**config.mk**
```make
export PLATFORM = sky130hd
export DESIGN_NAME = lsq_top
export DESIGN_NICKNAME = d
export VERILOG_FILES = /design/src/rtl/lsq_pkg.sv /design/src/rtl/load_forward_stage.sv /design/src/rtl/lsq_top.sv /design/src/rtl/store_queue.sv
export VERILOG_INCLUDE_DIRS = /design/src /design/src/rtl
export SDC_FILE = /design/constraint.sdc
export NUM_CORES = 2
export LEC_CHECK = 0
export BUFFER_PORTS_ARGS = -buffer_cell sky130_fd_sc_hd__buf_2
export CORE_ASPECT_RATIO = 0.5
export CORE_MARGIN = 5
export CORE_UTILIZATION = 50
export CTS_CLUSTER_SIZE = 10
export DETAILED_ROUTE_END_ITERATION = 8
export PLACE_DENSITY = 0.67
export SYNTH_ARGS = -nofsm -noshare
export SYNTH_HDL_FRONTEND = slang
export SYNTH_HIERARCHICAL = 1
export SYNTH_SLANG_ARGS = --single-unit
```
**constraint.sdc**
```tcl
create_clock -name clock -period 15.1 [get_ports clock]
set_clock_uncertainty 0.2 [all_clocks]
set_input_delay 0 -clock clock [delete_from_list [all_inputs] [get_ports clock]]
set_output_delay 0 -clock clock [all_outputs]
set_load 0.1 [all_outputs]
```
**src/rtl/lsq_cfg.svh**
```systemverilog
`ifndef LSQ_CFG_SVH
`define LSQ_CFG_SVH

// Store queue depth in entries
`define SQ_SZ 8

// Bits to name one queue slot
`define SQ_IDX_BITS 3

// Bits for an occupancy count, 0 up to SQ_SZ inclusive
`define SQ_CNT_BITS 4

// Superscalar width, max stores dispatched or retired per cycle
`define SQ_N 2

// Bits for a per-cycle count, 0 up to SQ_N inclusive
`define SQ_N_BITS 2

// Address and data word width
`define XLEN 32

`endif

```
**src/rtl/lsq_pkg.sv**
```systemverilog
`default_nettype none

`include "lsq_cfg.svh"

package lsq_pkg;

    // Full words only, no byte enables
    typedef logic [`XLEN-1:0] addr_t;
    typedef logic [`XLEN-1:0] data_t;

    // Slot number inside the circular store queue
    typedef logic [`SQ_IDX_BITS-1:0] sq_idx_t;

    // One store queue slot
    // busy set at dispatch, filled set once the store unit delivers addr and data
    typedef struct packed {
        logic  busy;
        logic  filled;
        addr_t addr;
        data_t data;
    } sq_entry_t;

    // Store unit result, written into the slot named by idx
    typedef struct packed {
        logic    valid;
        sq_idx_t idx;
        addr_t   addr;
        data_t   data;
    } sq_fill_t;

    // Load lookup request
    // tail is the queue tail seen at load dispatch, older stores sit in [head, tail)
    typedef struct packed {
        logic    valid;
        addr_t   addr;
        sq_idx_t tail;
    } load_req_t;

    // Outcome of the older-store search
    typedef enum logic [1:0] {
        resp_none    = 2'd0,
        resp_forward = 2'd1,
        resp_miss    = 2'd2,
        resp_wait    = 2'd3
    } load_resp_e;

    // Result handed back to the load unit
    typedef struct packed {
        logic       valid;
        load_resp_e kind;
        data_t      data;
    } load_resp_t;

    // Retired store on its way to the data cache
    typedef struct packed {
        logic  valid;
        addr_t addr;
        data_t data;
    } commit_write_t;

endpackage

`default_nettype wire

```
**src/rtl/load_forward_stage.sv**
```systemverilog
`timescale 1ns/1ps
`default_nettype none

`include "lsq_cfg.svh"

module load_forward_stage (
    input  wire logic                                 clock,
    input  wire logic                                 reset,

    // Load unit request, taken every cycle
    input  wire lsq_pkg::load_req_t                   load_req,

    // Store queue snapshot
    input  wire lsq_pkg::sq_entry_t [`SQ_SZ-1:0]      entries,
    input  wire lsq_pkg::sq_idx_t                     head,

    // Result, two cycles after the request
    output lsq_pkg::load_resp_t                       load_resp
);

    // Stage one request register
    lsq_pkg::load_req_t   req_q;

    // Stage two search results
    lsq_pkg::sq_idx_t     older_span;
    lsq_pkg::sq_idx_t     probe_slot;
    logic                 found;
    lsq_pkg::load_resp_e  search_kind;
    lsq_pkg::data_t       search_data;

    // Stage one
    always_ff @(posedge clock) begin
        req_q.addr <= load_req.addr;
        req_q.tail <= load_req.tail;
        if (reset) begin
            req_q.valid <= 1'b0;
        end else begin
            req_q.valid <= load_req.valid;
        end
    end

    // Stage two, age-ordered walk
    // Starts one slot before the load's tail and moves back toward head
    // Span of zero means no store was older at load dispatch
    always_comb begin
        older_span  = req_q.tail - head;
        probe_slot  = req_q.tail;
        found       = 1'b0;
        search_kind = lsq_pkg::resp_miss;
        search_data = '0;
        for (int i = 0; i < `SQ_SZ; i++) begin
            probe_slot = req_q.tail - lsq_pkg::sq_idx_t'(i + 1);
            if (!found && (i < older_span)) begin
                // Unknown address blocks everything older
                if (entries[probe_slot].busy && !entries[probe_slot].filled) begin
                    found       = 1'b1;
                    search_kind = lsq_pkg::resp_wait;
                end else if (entries[probe_slot].filled &&
                             (entries[probe_slot].addr == req_q.addr)) begin
                    // Youngest older match wins
                    found       = 1'b1;
                    search_kind = lsq_pkg::resp_forward;
                    search_data = entries[probe_slot].data;
                end
            end
        end
    end

    // Stage two result register
    always_ff @(posedge clock) begin
        load_resp.data <= search_data;
        if (reset) begin
            load_resp.valid <= 1'b0;
            load_resp.kind  <= lsq_pkg::resp_none;
        end else begin
            load_resp.valid <= req_q.valid;
            load_resp.kind  <= req_q.valid ? search_kind : lsq_pkg::resp_none;
        end
    end

endmodule

`default_nettype wire

```
**src/rtl/lsq_top.sv**
```systemverilog
`timescale 1ns/1ps
`default_nettype none

`include "lsq_cfg.svh"

module lsq_top (
    input  wire logic                                 clock,
    input  wire logic                                 reset,

    // Dispatch
    input  wire logic [`SQ_N_BITS-1:0]                stores_dispatching,
    output logic [`SQ_N_BITS-1:0]                     spots,
    output lsq_pkg::sq_idx_t                          tail,

    // Store unit
    input  wire lsq_pkg::sq_fill_t                    fill,

    // Load unit
    input  wire lsq_pkg::load_req_t                   load_req,
    output lsq_pkg::load_resp_t                       load_resp,

    // Retire and cache write port
    input  wire logic [`SQ_N_BITS-1:0]                stores_retiring,
    output lsq_pkg::commit_write_t [`SQ_N-1:0]        commit_writes
);

    // Snapshot from the queue to the load search
    lsq_pkg::sq_entry_t [`SQ_SZ-1:0]  sq_entries;
    lsq_pkg::sq_idx_t                 sq_head;

    // Circular store queue
    store_queue i_store_queue (
        .clock              (clock),
        .reset              (reset),
        .stores_dispatching (stores_dispatching),
        .spots              (spots),
        .tail               (tail),
        .fill               (fill),
        .stores_retiring    (stores_retiring),
        .commit_writes      (commit_writes),
        .head               (sq_head),
        .entries            (sq_entries)
    );

    // Two-stage forwarding search
    load_forward_stage i_load_forward_stage (
        .clock     (clock),
        .reset     (reset),
        .load_req  (load_req),
        .entries   (sq_entries),
        .head      (sq_head),
        .load_resp (load_resp)
    );

endmodule

`default_nettype wire

```
**src/rtl/store_queue.sv**
```systemverilog
`timescale 1ns/1ps
`default_nettype none

`include "lsq_cfg.svh"

module store_queue (
    input  wire logic                                     clock,
    input  wire logic                                     reset,

    // Dispatch side
    input  wire logic [`SQ_N_BITS-1:0]                    stores_dispatching,
    output logic [`SQ_N_BITS-1:0]                         spots,
    output lsq_pkg::sq_idx_t                              tail,

    // Store unit side
    input  wire lsq_pkg::sq_fill_t                        fill,

    // Retire side
    input  wire logic [`SQ_N_BITS-1:0]                    stores_retiring,
    output lsq_pkg::commit_write_t [`SQ_N-1:0]            commit_writes,

    // Snapshot for the load search
    output lsq_pkg::sq_idx_t                              head,
    output lsq_pkg::sq_entry_t [`SQ_SZ-1:0]               entries
);

    // Pointer and occupancy state
    lsq_pkg::sq_idx_t          tail_q;
    lsq_pkg::sq_idx_t          head_q;
    logic [`SQ_CNT_BITS-1:0]   occupancy;

    // Next-state values
    lsq_pkg::sq_idx_t          tail_next;
    lsq_pkg::sq_idx_t          head_next;
    logic [`SQ_CNT_BITS-1:0]   occupancy_next;
    logic [`SQ_CNT_BITS-1:0]   free_count;

    // Slots touched this cycle, one per scalar lane
    lsq_pkg::sq_idx_t [`SQ_N-1:0] dispatch_slot;
    lsq_pkg::sq_idx_t [`SQ_N-1:0] retire_slot;

    // Entry storage
    lsq_pkg::sq_entry_t [`SQ_SZ-1:0] entries_q;

    // Pointer math
    // Index width matches the depth, so plain addition wraps modulo SQ_SZ
    always_comb begin
        tail_next = tail_q + lsq_pkg::sq_idx_t'(stores_dispatching);
        head_next = head_q + lsq_pkg::sq_idx_t'(stores_retiring);
        occupancy_next = occupancy
                       + `SQ_CNT_BITS'(stores_dispatching)
                       - `SQ_CNT_BITS'(stores_retiring);
    end

    // Lane slots, counted from tail for dispatch and from head for retire
    always_comb begin
        for (int i = 0; i < `SQ_N; i++) begin
            dispatch_slot[i] = tail_q + lsq_pkg::sq_idx_t'(i);
            retire_slot[i]   = head_q + lsq_pkg::sq_idx_t'(i);
        end
    end

    // Free spots offered to dispatch, capped at the scalar width
    always_comb begin
        free_count = `SQ_CNT_BITS'(`SQ_SZ) - occupancy;
        if (free_count < `SQ_CNT_BITS'(`SQ_N)) begin
            spots = `SQ_N_BITS'(free_count);
        end else begin
            spots = `SQ_N_BITS'(`SQ_N);
        end
    end

    // Pointers and count
    always_ff @(posedge clock) begin
        if (reset) begin
            tail_q    <= '0;
            head_q    <= '0;
            occupancy <= '0;
        end else begin
            tail_q    <= tail_next;
            head_q    <= head_next;
            occupancy <= occupancy_next;
        end
    end

    // Entry array update
    // Fill, retire and dispatch never hit the same slot in one cycle
    always_ff @(posedge clock) begin
        if (reset) begin
            entries_q <= '0;
        end else begin
            // Store unit writes addr and data into an allocated slot
            if (fill.valid) begin
                entries_q[fill.idx].addr   <= fill.addr;
                entries_q[fill.idx].data   <= fill.data;
                entries_q[fill.idx].filled <= 1'b1;
            end

            // Retired slots are released
            for (int i = 0; i < `SQ_N; i++) begin
                if (i < stores_retiring) begin
                    entries_q[retire_slot[i]].busy   <= 1'b0;
                    entries_q[retire_slot[i]].filled <= 1'b0;
                end
            end

            // Newly dispatched stores, address still unknown
            for (int i = 0; i < `SQ_N; i++) begin
                if (i < stores_dispatching) begin
                    entries_q[dispatch_slot[i]].busy   <= 1'b1;
                    entries_q[dispatch_slot[i]].filled <= 1'b0;
                end
            end
        end
    end

    // Commit-write register
    // Oldest retired store lands in lane 0, valid for one cycle
    always_ff @(posedge clock) begin
        for (int i = 0; i < `SQ_N; i++) begin
            commit_writes[i].addr <= entries_q[retire_slot[i]].addr;
            commit_writes[i].data <= entries_q[retire_slot[i]].data;
        end
        if (reset) begin
            for (int i = 0; i < `SQ_N; i++) begin
                commit_writes[i].valid <= 1'b0;
            end
        end else begin
            for (int i = 0; i < `SQ_N; i++) begin
                commit_writes[i].valid <= (i < stores_retiring);
            end
        end
    end

    // Outputs
    assign tail    = tail_q;
    assign head    = head_q;
    assign entries = entries_q;

endmodule

`default_nettype wire

```
# After elaboration in Yosys (flattened, before gate mapping)
# Index checks and enable logic that the tools add are counted.
# Widths: inputs -> output; s select.
# op_classes
bitwise	1
n_lt_le_gt_ge	29
mux	121
n_reduce_logical	39
n_addsub	15
n_eq_ne	7
# ops
op	count
$bwmux 528	11
$mux 528	9
$demux 66 s3	11
$bmux 66 s3	9
$mux 66	11
$mux 32	22
$mux 65	5
$eq 32x32->1	7
$mux 64	3
$lt 3x4->1 const B	12
$mux 2	22
$logic_and 1x1->1	25
$mux 1	18
$ge 3x1->1 const B	5
$logic_not 1->1	13
$sub 3x3->3 const B	4
$lt 3x3->1 const A	3
$lt 1x2->1 const A	4
$add 3x1->3 const B	2
$add 3x2->3	2
$lt 1x3->1 const A	2
$lt 2x3->1 const A	2
$sub 3x2->3 const B	2
$add 4x2->4	1
7 further kinds	7
# word_totals
out_inout_bits	170
elab_cells	259
regBits	739

# Depth between registers and ports, before layout
# depth
depth_word	26
mapped_depth	25

# Hierarchy
# The synthesis kept the hierarchy.
# modules_own_cells
mod	seq_area_each_um2	cells_each	area_per_inst_um2	n_inst
store_queue	13372.8	3266	29534.6	1
load_forward_stage	1421.4	2452	26683.1	1

# Least setup slack after synthesis
# No wires, ideal clock.
# synth_path
kind	flip-flop to flip-flop
from	register i_load_forward_stage/req_q[1] (netlist bit)
to	register i_load_forward_stage/load_resp[14] (netlist name)
path_stages_with_launch	22
setup_slack_ns	9.504
n_path_buf	11
arrival_ns	5.271
setup_time_ns	0.125
cell_sequence	dfxtp_1 -> buf_2 -> buf_2 -> buf_4 -> buf_2 -> buf_2 -> inv_1 -> clkbuf_1 -> ha_1 -> buf_4 -> buf_2 -> buf_1 -> mux4_2 -> a221oi_1 -> nor2_1 -> or4_1 -> or3_1 -> or2_1 -> buf_6 -> buf_6 -> mux2i_1 -> o41a_1
# synth_between
elab_chain_len	26
elab_cells_between_ends	108
# synth_rtl
element	line	source
from (decl)	load_forward_stage.sv:22	lsq_pkg::load_req_t req_q;
$sub 3x1->3	load_forward_stage.sv:52	probe_slot = req_q.tail - lsq_pkg::sq_idx_t'(i + 1);
$bmux 66 s3	-	
$mux 66 (not written as such)	load_forward_stage.sv:55	if (entries[probe_slot].busy && !entries[probe_slot].filled) begin
$eq 32x32->1	load_forward_stage.sv:59	(entries[probe_slot].addr == req_q.addr)) begin
$logic_and 1x1->1	load_forward_stage.sv:58	end else if (entries[probe_slot].filled &&
$mux 32 / $mux 1 (equally long branches)	load_forward_stage.sv:58	
$mux 32 / $mux 1 (equally long branches)	load_forward_stage.sv:55	
$mux 32 / $mux 1 (equally long branches)	load_forward_stage.sv:53	if (!found && (i < older_span)) begin
[... 11 more ...]	-	
$mux 32 / $mux 1 (equally long branches)	load_forward_stage.sv:53	
$mux 32, or another cell as far along	load_forward_stage.sv:58	
$mux 32, or another cell as far along	load_forward_stage.sv:55	
$mux 32 / $mux 1 (equally long branches)	load_forward_stage.sv:53	
$mux 32 / $logic_not 1->1 (equally long branches)	load_forward_stage.sv:58, load_forward_stage.sv:53	
$mux 32 / $logic_and 1x1->1 (equally long branches)	load_forward_stage.sv:55, load_forward_stage.sv:53	
$mux 32 *	load_forward_stage.sv:53	
net i_load_forward_stage.search_data[14]	load_forward_stage.sv:29	lsq_pkg::data_t search_data;
# Mark *: on every way through the listed nets, which the timed path passes. The rest lies on a longest branch. The select of a mux whose other input is x is not followed.
# A chain may end at the register's enable or synchronous reset.

# Final worst setup path
# layout_path
from	register i_load_forward_stage/req_q[1] (netlist bit)
to	register i_load_forward_stage/load_resp[21] (netlist name)
# layout_between
elab_chain_len	26
elab_cells_between_ends	108
# layout_rtl
element	line
$sub 3x1->3	load_forward_stage.sv:52
$bmux 66 s3	-
$mux 66 (not written as such)	load_forward_stage.sv:55
$eq 32x32->1	load_forward_stage.sv:59
$logic_and 1x1->1	load_forward_stage.sv:58
$mux 32 / $mux 1 (equally long branches)	load_forward_stage.sv:58
$mux 32 / $mux 1 (equally long branches)	load_forward_stage.sv:55
$mux 32 / $mux 1 (equally long branches)	load_forward_stage.sv:53
[... 11 more ...]	-
$mux 32 / $mux 1 (equally long branches)	load_forward_stage.sv:53
$mux 32, or another cell as far along	load_forward_stage.sv:58
$mux 32, or another cell as far along	load_forward_stage.sv:55
$mux 32 / $mux 1 (equally long branches)	load_forward_stage.sv:53
$mux 32 / $logic_not 1->1 (equally long branches)	load_forward_stage.sv:58, load_forward_stage.sv:53
$mux 32 / $logic_and 1x1->1 (equally long branches)	load_forward_stage.sv:55, load_forward_stage.sv:53
$mux 32 *	load_forward_stage.sv:53
net i_load_forward_stage.search_data[21]	load_forward_stage.sv:29
# Marked as above.

==> impl_metrics.py <==
metrics = {
    "synth": {
        "synth_edf_count": 0,
        "synth_fp_nets": 5845,
        "async_flop_share_pct": 0,
        "yosys_most_used_dff": "dfxtp_1",
        "ys_seq_area_share_pct": 26.3,
        "yosys-top-cells-area": "mux4_2, dfxtp_1, nand2_1",
        "ys_ff_latch": 739,
        "synth_warnings": 6,
        "synth_area_sq_um": 56200,
        "synth_area_per_cell_sq_um": 9.83,
        "synth_cell_types": 83,
        "synth_most_common_cell": "nand2_1",
        "yosys.area.top_type_share_pct": 29.3,
        "yosysTopAreaCell": "mux4_2",
        "synth_commonest_cells": "nand2_1, dfxtp_1, mux4_2, a21oi_1, mux2i_1",
        "syn_inst": 5718,
    },
    "cts": {
        "clk_latency_ps": 720,
        "post-cts-setup-buffer-count": 0,
        "clk_pin_slew_ps": 60,
        "cts_root_buffer": "clkbuf_16",
        "cts_tree": "yes",
        "h-tree-depth": 3,
        "cts_resized": 0,
        "cts_buffer_depth": 3,
        "cts_made_buffers": 85,
        "clock-sinks": 739,
    },
    "die": {
        "initial_core_util_pct": 50.1,
        "ios": 280,
        "design.core.area_sq_um": 112000,
        "dieArea_sq_um": 120000,
        "die_w_microns": 484,
        "die_h_microns": 247,
        "rows": 87,
    },
    "sta": {
        "period_share_pct": 57.2,
        "fmax_ghz": 0.116,
        "period_needed_ps": 8630,
        "finalSetupViolCount": 0,
        "rsz0062_at_grt": "no",
        "tightest_slew_ps": 1320,
        "slew_viol_final": 0,
        "hold_violations": 0,
        "maxSlewHeadroom_pct": 11.2,
        "tns_ps": 0,
    },
    "final_layout": {
        "area_delta_synth_final_pct": 10.3,
        "final_nets": 5905,
        "drive_gt1_share_pct": 23.8,
        "final_util_pct": 55.3,
    },
    "critical_path": {
        "start_kind": "flip-flop",
        "critical_path_class": "flip-flop to flip-flop",
        "max_stage_delay_ps": 930,
        "critPathCaptureType": "flip-flop",
        "crit_arrival_ps": 9000,
        "worstPathMaxFanout": 63,
        "slowest_stage": "ha_4",
        "critPathBufInv": 5,
        "cp_cell_sequence": "clkinv_1, buf_4, ha_4, buf_4, buf_4, mux4_2, xnor2_1, nor4b_1, o21ai_0, nor4_1, and4_1, a311o_1, nand3b_1, buf_4, o32a_1, o221ai_1",
        "ff2ff_setup_slack_ps": 6470,
        "crit_top_cell": "buf_4",
        "critical_path.top_delay_family": "buffers and inverters",
        "critical_path_required_ps": 15460,
    },
    "pwr": {
        "ir_drop_v": 0.0000910,
        "seq_power_share_pct": 38.1,
        "powerDensity_nw_per_um2": 91.0,
        "p_sw_share_pct": 36.7,
        "p_sw_mw": 2.07,
        "finalPower_mw": 5.64,
        "power_frac_comb_pct": 28.1,
        "power.share.clock_pct": 33.8,
        "power.internal_mw": 3.57,
        "p_leak_nw": 21.4,
    },
    "status": {
        "status": "completed",
    },
    "global_route": {
        "grt_max_degree": 212,
        "overflow": 0,
        "grt_pass1_vias": 50900,
        "grt_usage_pct": 38.0,
        "grt_antenna_before_repair": 30,
        "grt_pass1_wl_mm": 343,
    },
    "detailed_routing": {
        "ant_nets": 0,
        "vias_per_cell": 7.30,
        "vias": 53600,
        "drt-initial-drc-count": 9273,
        "drc": 0,
        "wl_per_cell_microns": 32.2,
        "wl_mm": 236,
        "dr.pass1.iters": 8,
    },
    "placement": {
        "portBuffers": 279,
        "dp_hpwl_mm": 151,
        "gp_congestion": 1.05,
    },
    "hold_path": {
        "hold_path.class": "input pin to flip-flop",
    },
    "flow_run": {
        "cap_violations": 0,
    },
}
placed cells by master (no fill, tap or decap), types with 36 or more instances in the layout:
master,Yosys,layout
mux2_2,120,120
a21oi_1,605,605
o22ai_1,72,72
buf_2,130,278
nand3_1,40,36
a221oi_1,55,55
buf_4,108,82
dlygate4sd3_1,0,212
nand2_1,1401,1398
a31oi_1,39,39
mux2i_1,386,386
o21ai_0,45,45
o221ai_1,41,41
nor2_1,80,71
mux4_2,731,731
a22oi_1,49,49
xnor2_1,181,179
clkbuf_16,0,85
dfxtp_1,739,733
per-layer routing:
layer,vias to the layer above,track usage [%],routed length [microns],share of wire [%]
met5,-,0,117,0.050
met4,20,22.7,16000,6.8
met3,1073,14.3,35800,15
met1,26200,47.7,83000,35
li1,21500,-,-,-
met2,4815,56.0,101000,43
power groups by stage:
stage	Clock, mW	Sequential (mW)	Combinational, mW
final	1.91	2.15	1.59
after global routing	2.00	2.16	1.62
after CTS	1.92	2.14	1.53
after detailed placement	0	2.19	1.48
after global placement	0	2.18	1.46
after floorplan	0	2.31	0.902
stage by stage:
step | area (sq um) | worst slack (ps) | cells | hold slack (ps)
final | 62000 | 6470 | 7334 | 33.9
after global routing | 61900 | 6350 | 7317 | 25.0
after CTS | 61900 | 6870 | 7311 | 0.739
after detailed placement | 57400 | 6910 | 6992 | -96.4
after global placement | 57400 | 7150 | 6992 | -97.8
after floorplan | 56200 | 9500 | 5718 | -172
kinds of logic after synthesis:
kind of cell,share of synthesized area [%]
simple gates,13.1
mux,38.7
compound gates,12.0
flops,26.3
buf+inv,5.80
xor+xnor,3.59
fa+ha+maj,0.445
area by class of cell:
cell class                      instances  area, sq um
Inverter                               46          175
Clock buffer                           99         2220
Antenna cell                           23         57.6
Timing Repair Buffer                  578         4240
Sequential cell                       739        14800
Tap cell                             1513         1890
Fill cell                            9614        50100
Clock inverter                          8          151
Multi-Input combinational cell       4328        38400
final timing paths:
check                                startpoint                                  to  cells after the start
hold reg to reg      i_store_queue/entries[263]          i_store_queue/entries[263]                      2
hold / removal                         fill[40]                           flip-flop                      4
setup / recovery  i_load_forward_stage/req_q[1]  i_load_forward_stage/load_resp[21]                     16
setup reg to reg  i_load_forward_stage/req_q[1]  i_load_forward_stage/load_resp[21]                     16
repair_timing:
action | CTS | global route
setup endpoints to repair | 0 | 0
hold endpoints to repair | 576 | 0
hold buffers | 212 | 0
worst reg2reg max path, stage by stage, from the launching register on:
cell,delay [ps]
dfxtp_4,790
clkinv_1,150
buf_4,380
ha_4,940
buf_4,820
buf_4,820
mux4_2,470
xnor2_1,190
nor4b_1,370
o21ai_0,200
nor4_1,880
and4_1,390
a311o_1,290
nand3b_1,760
buf_4,460
o32a_1,240
o221ai_1,120
(Power assumes the default switching activity.)
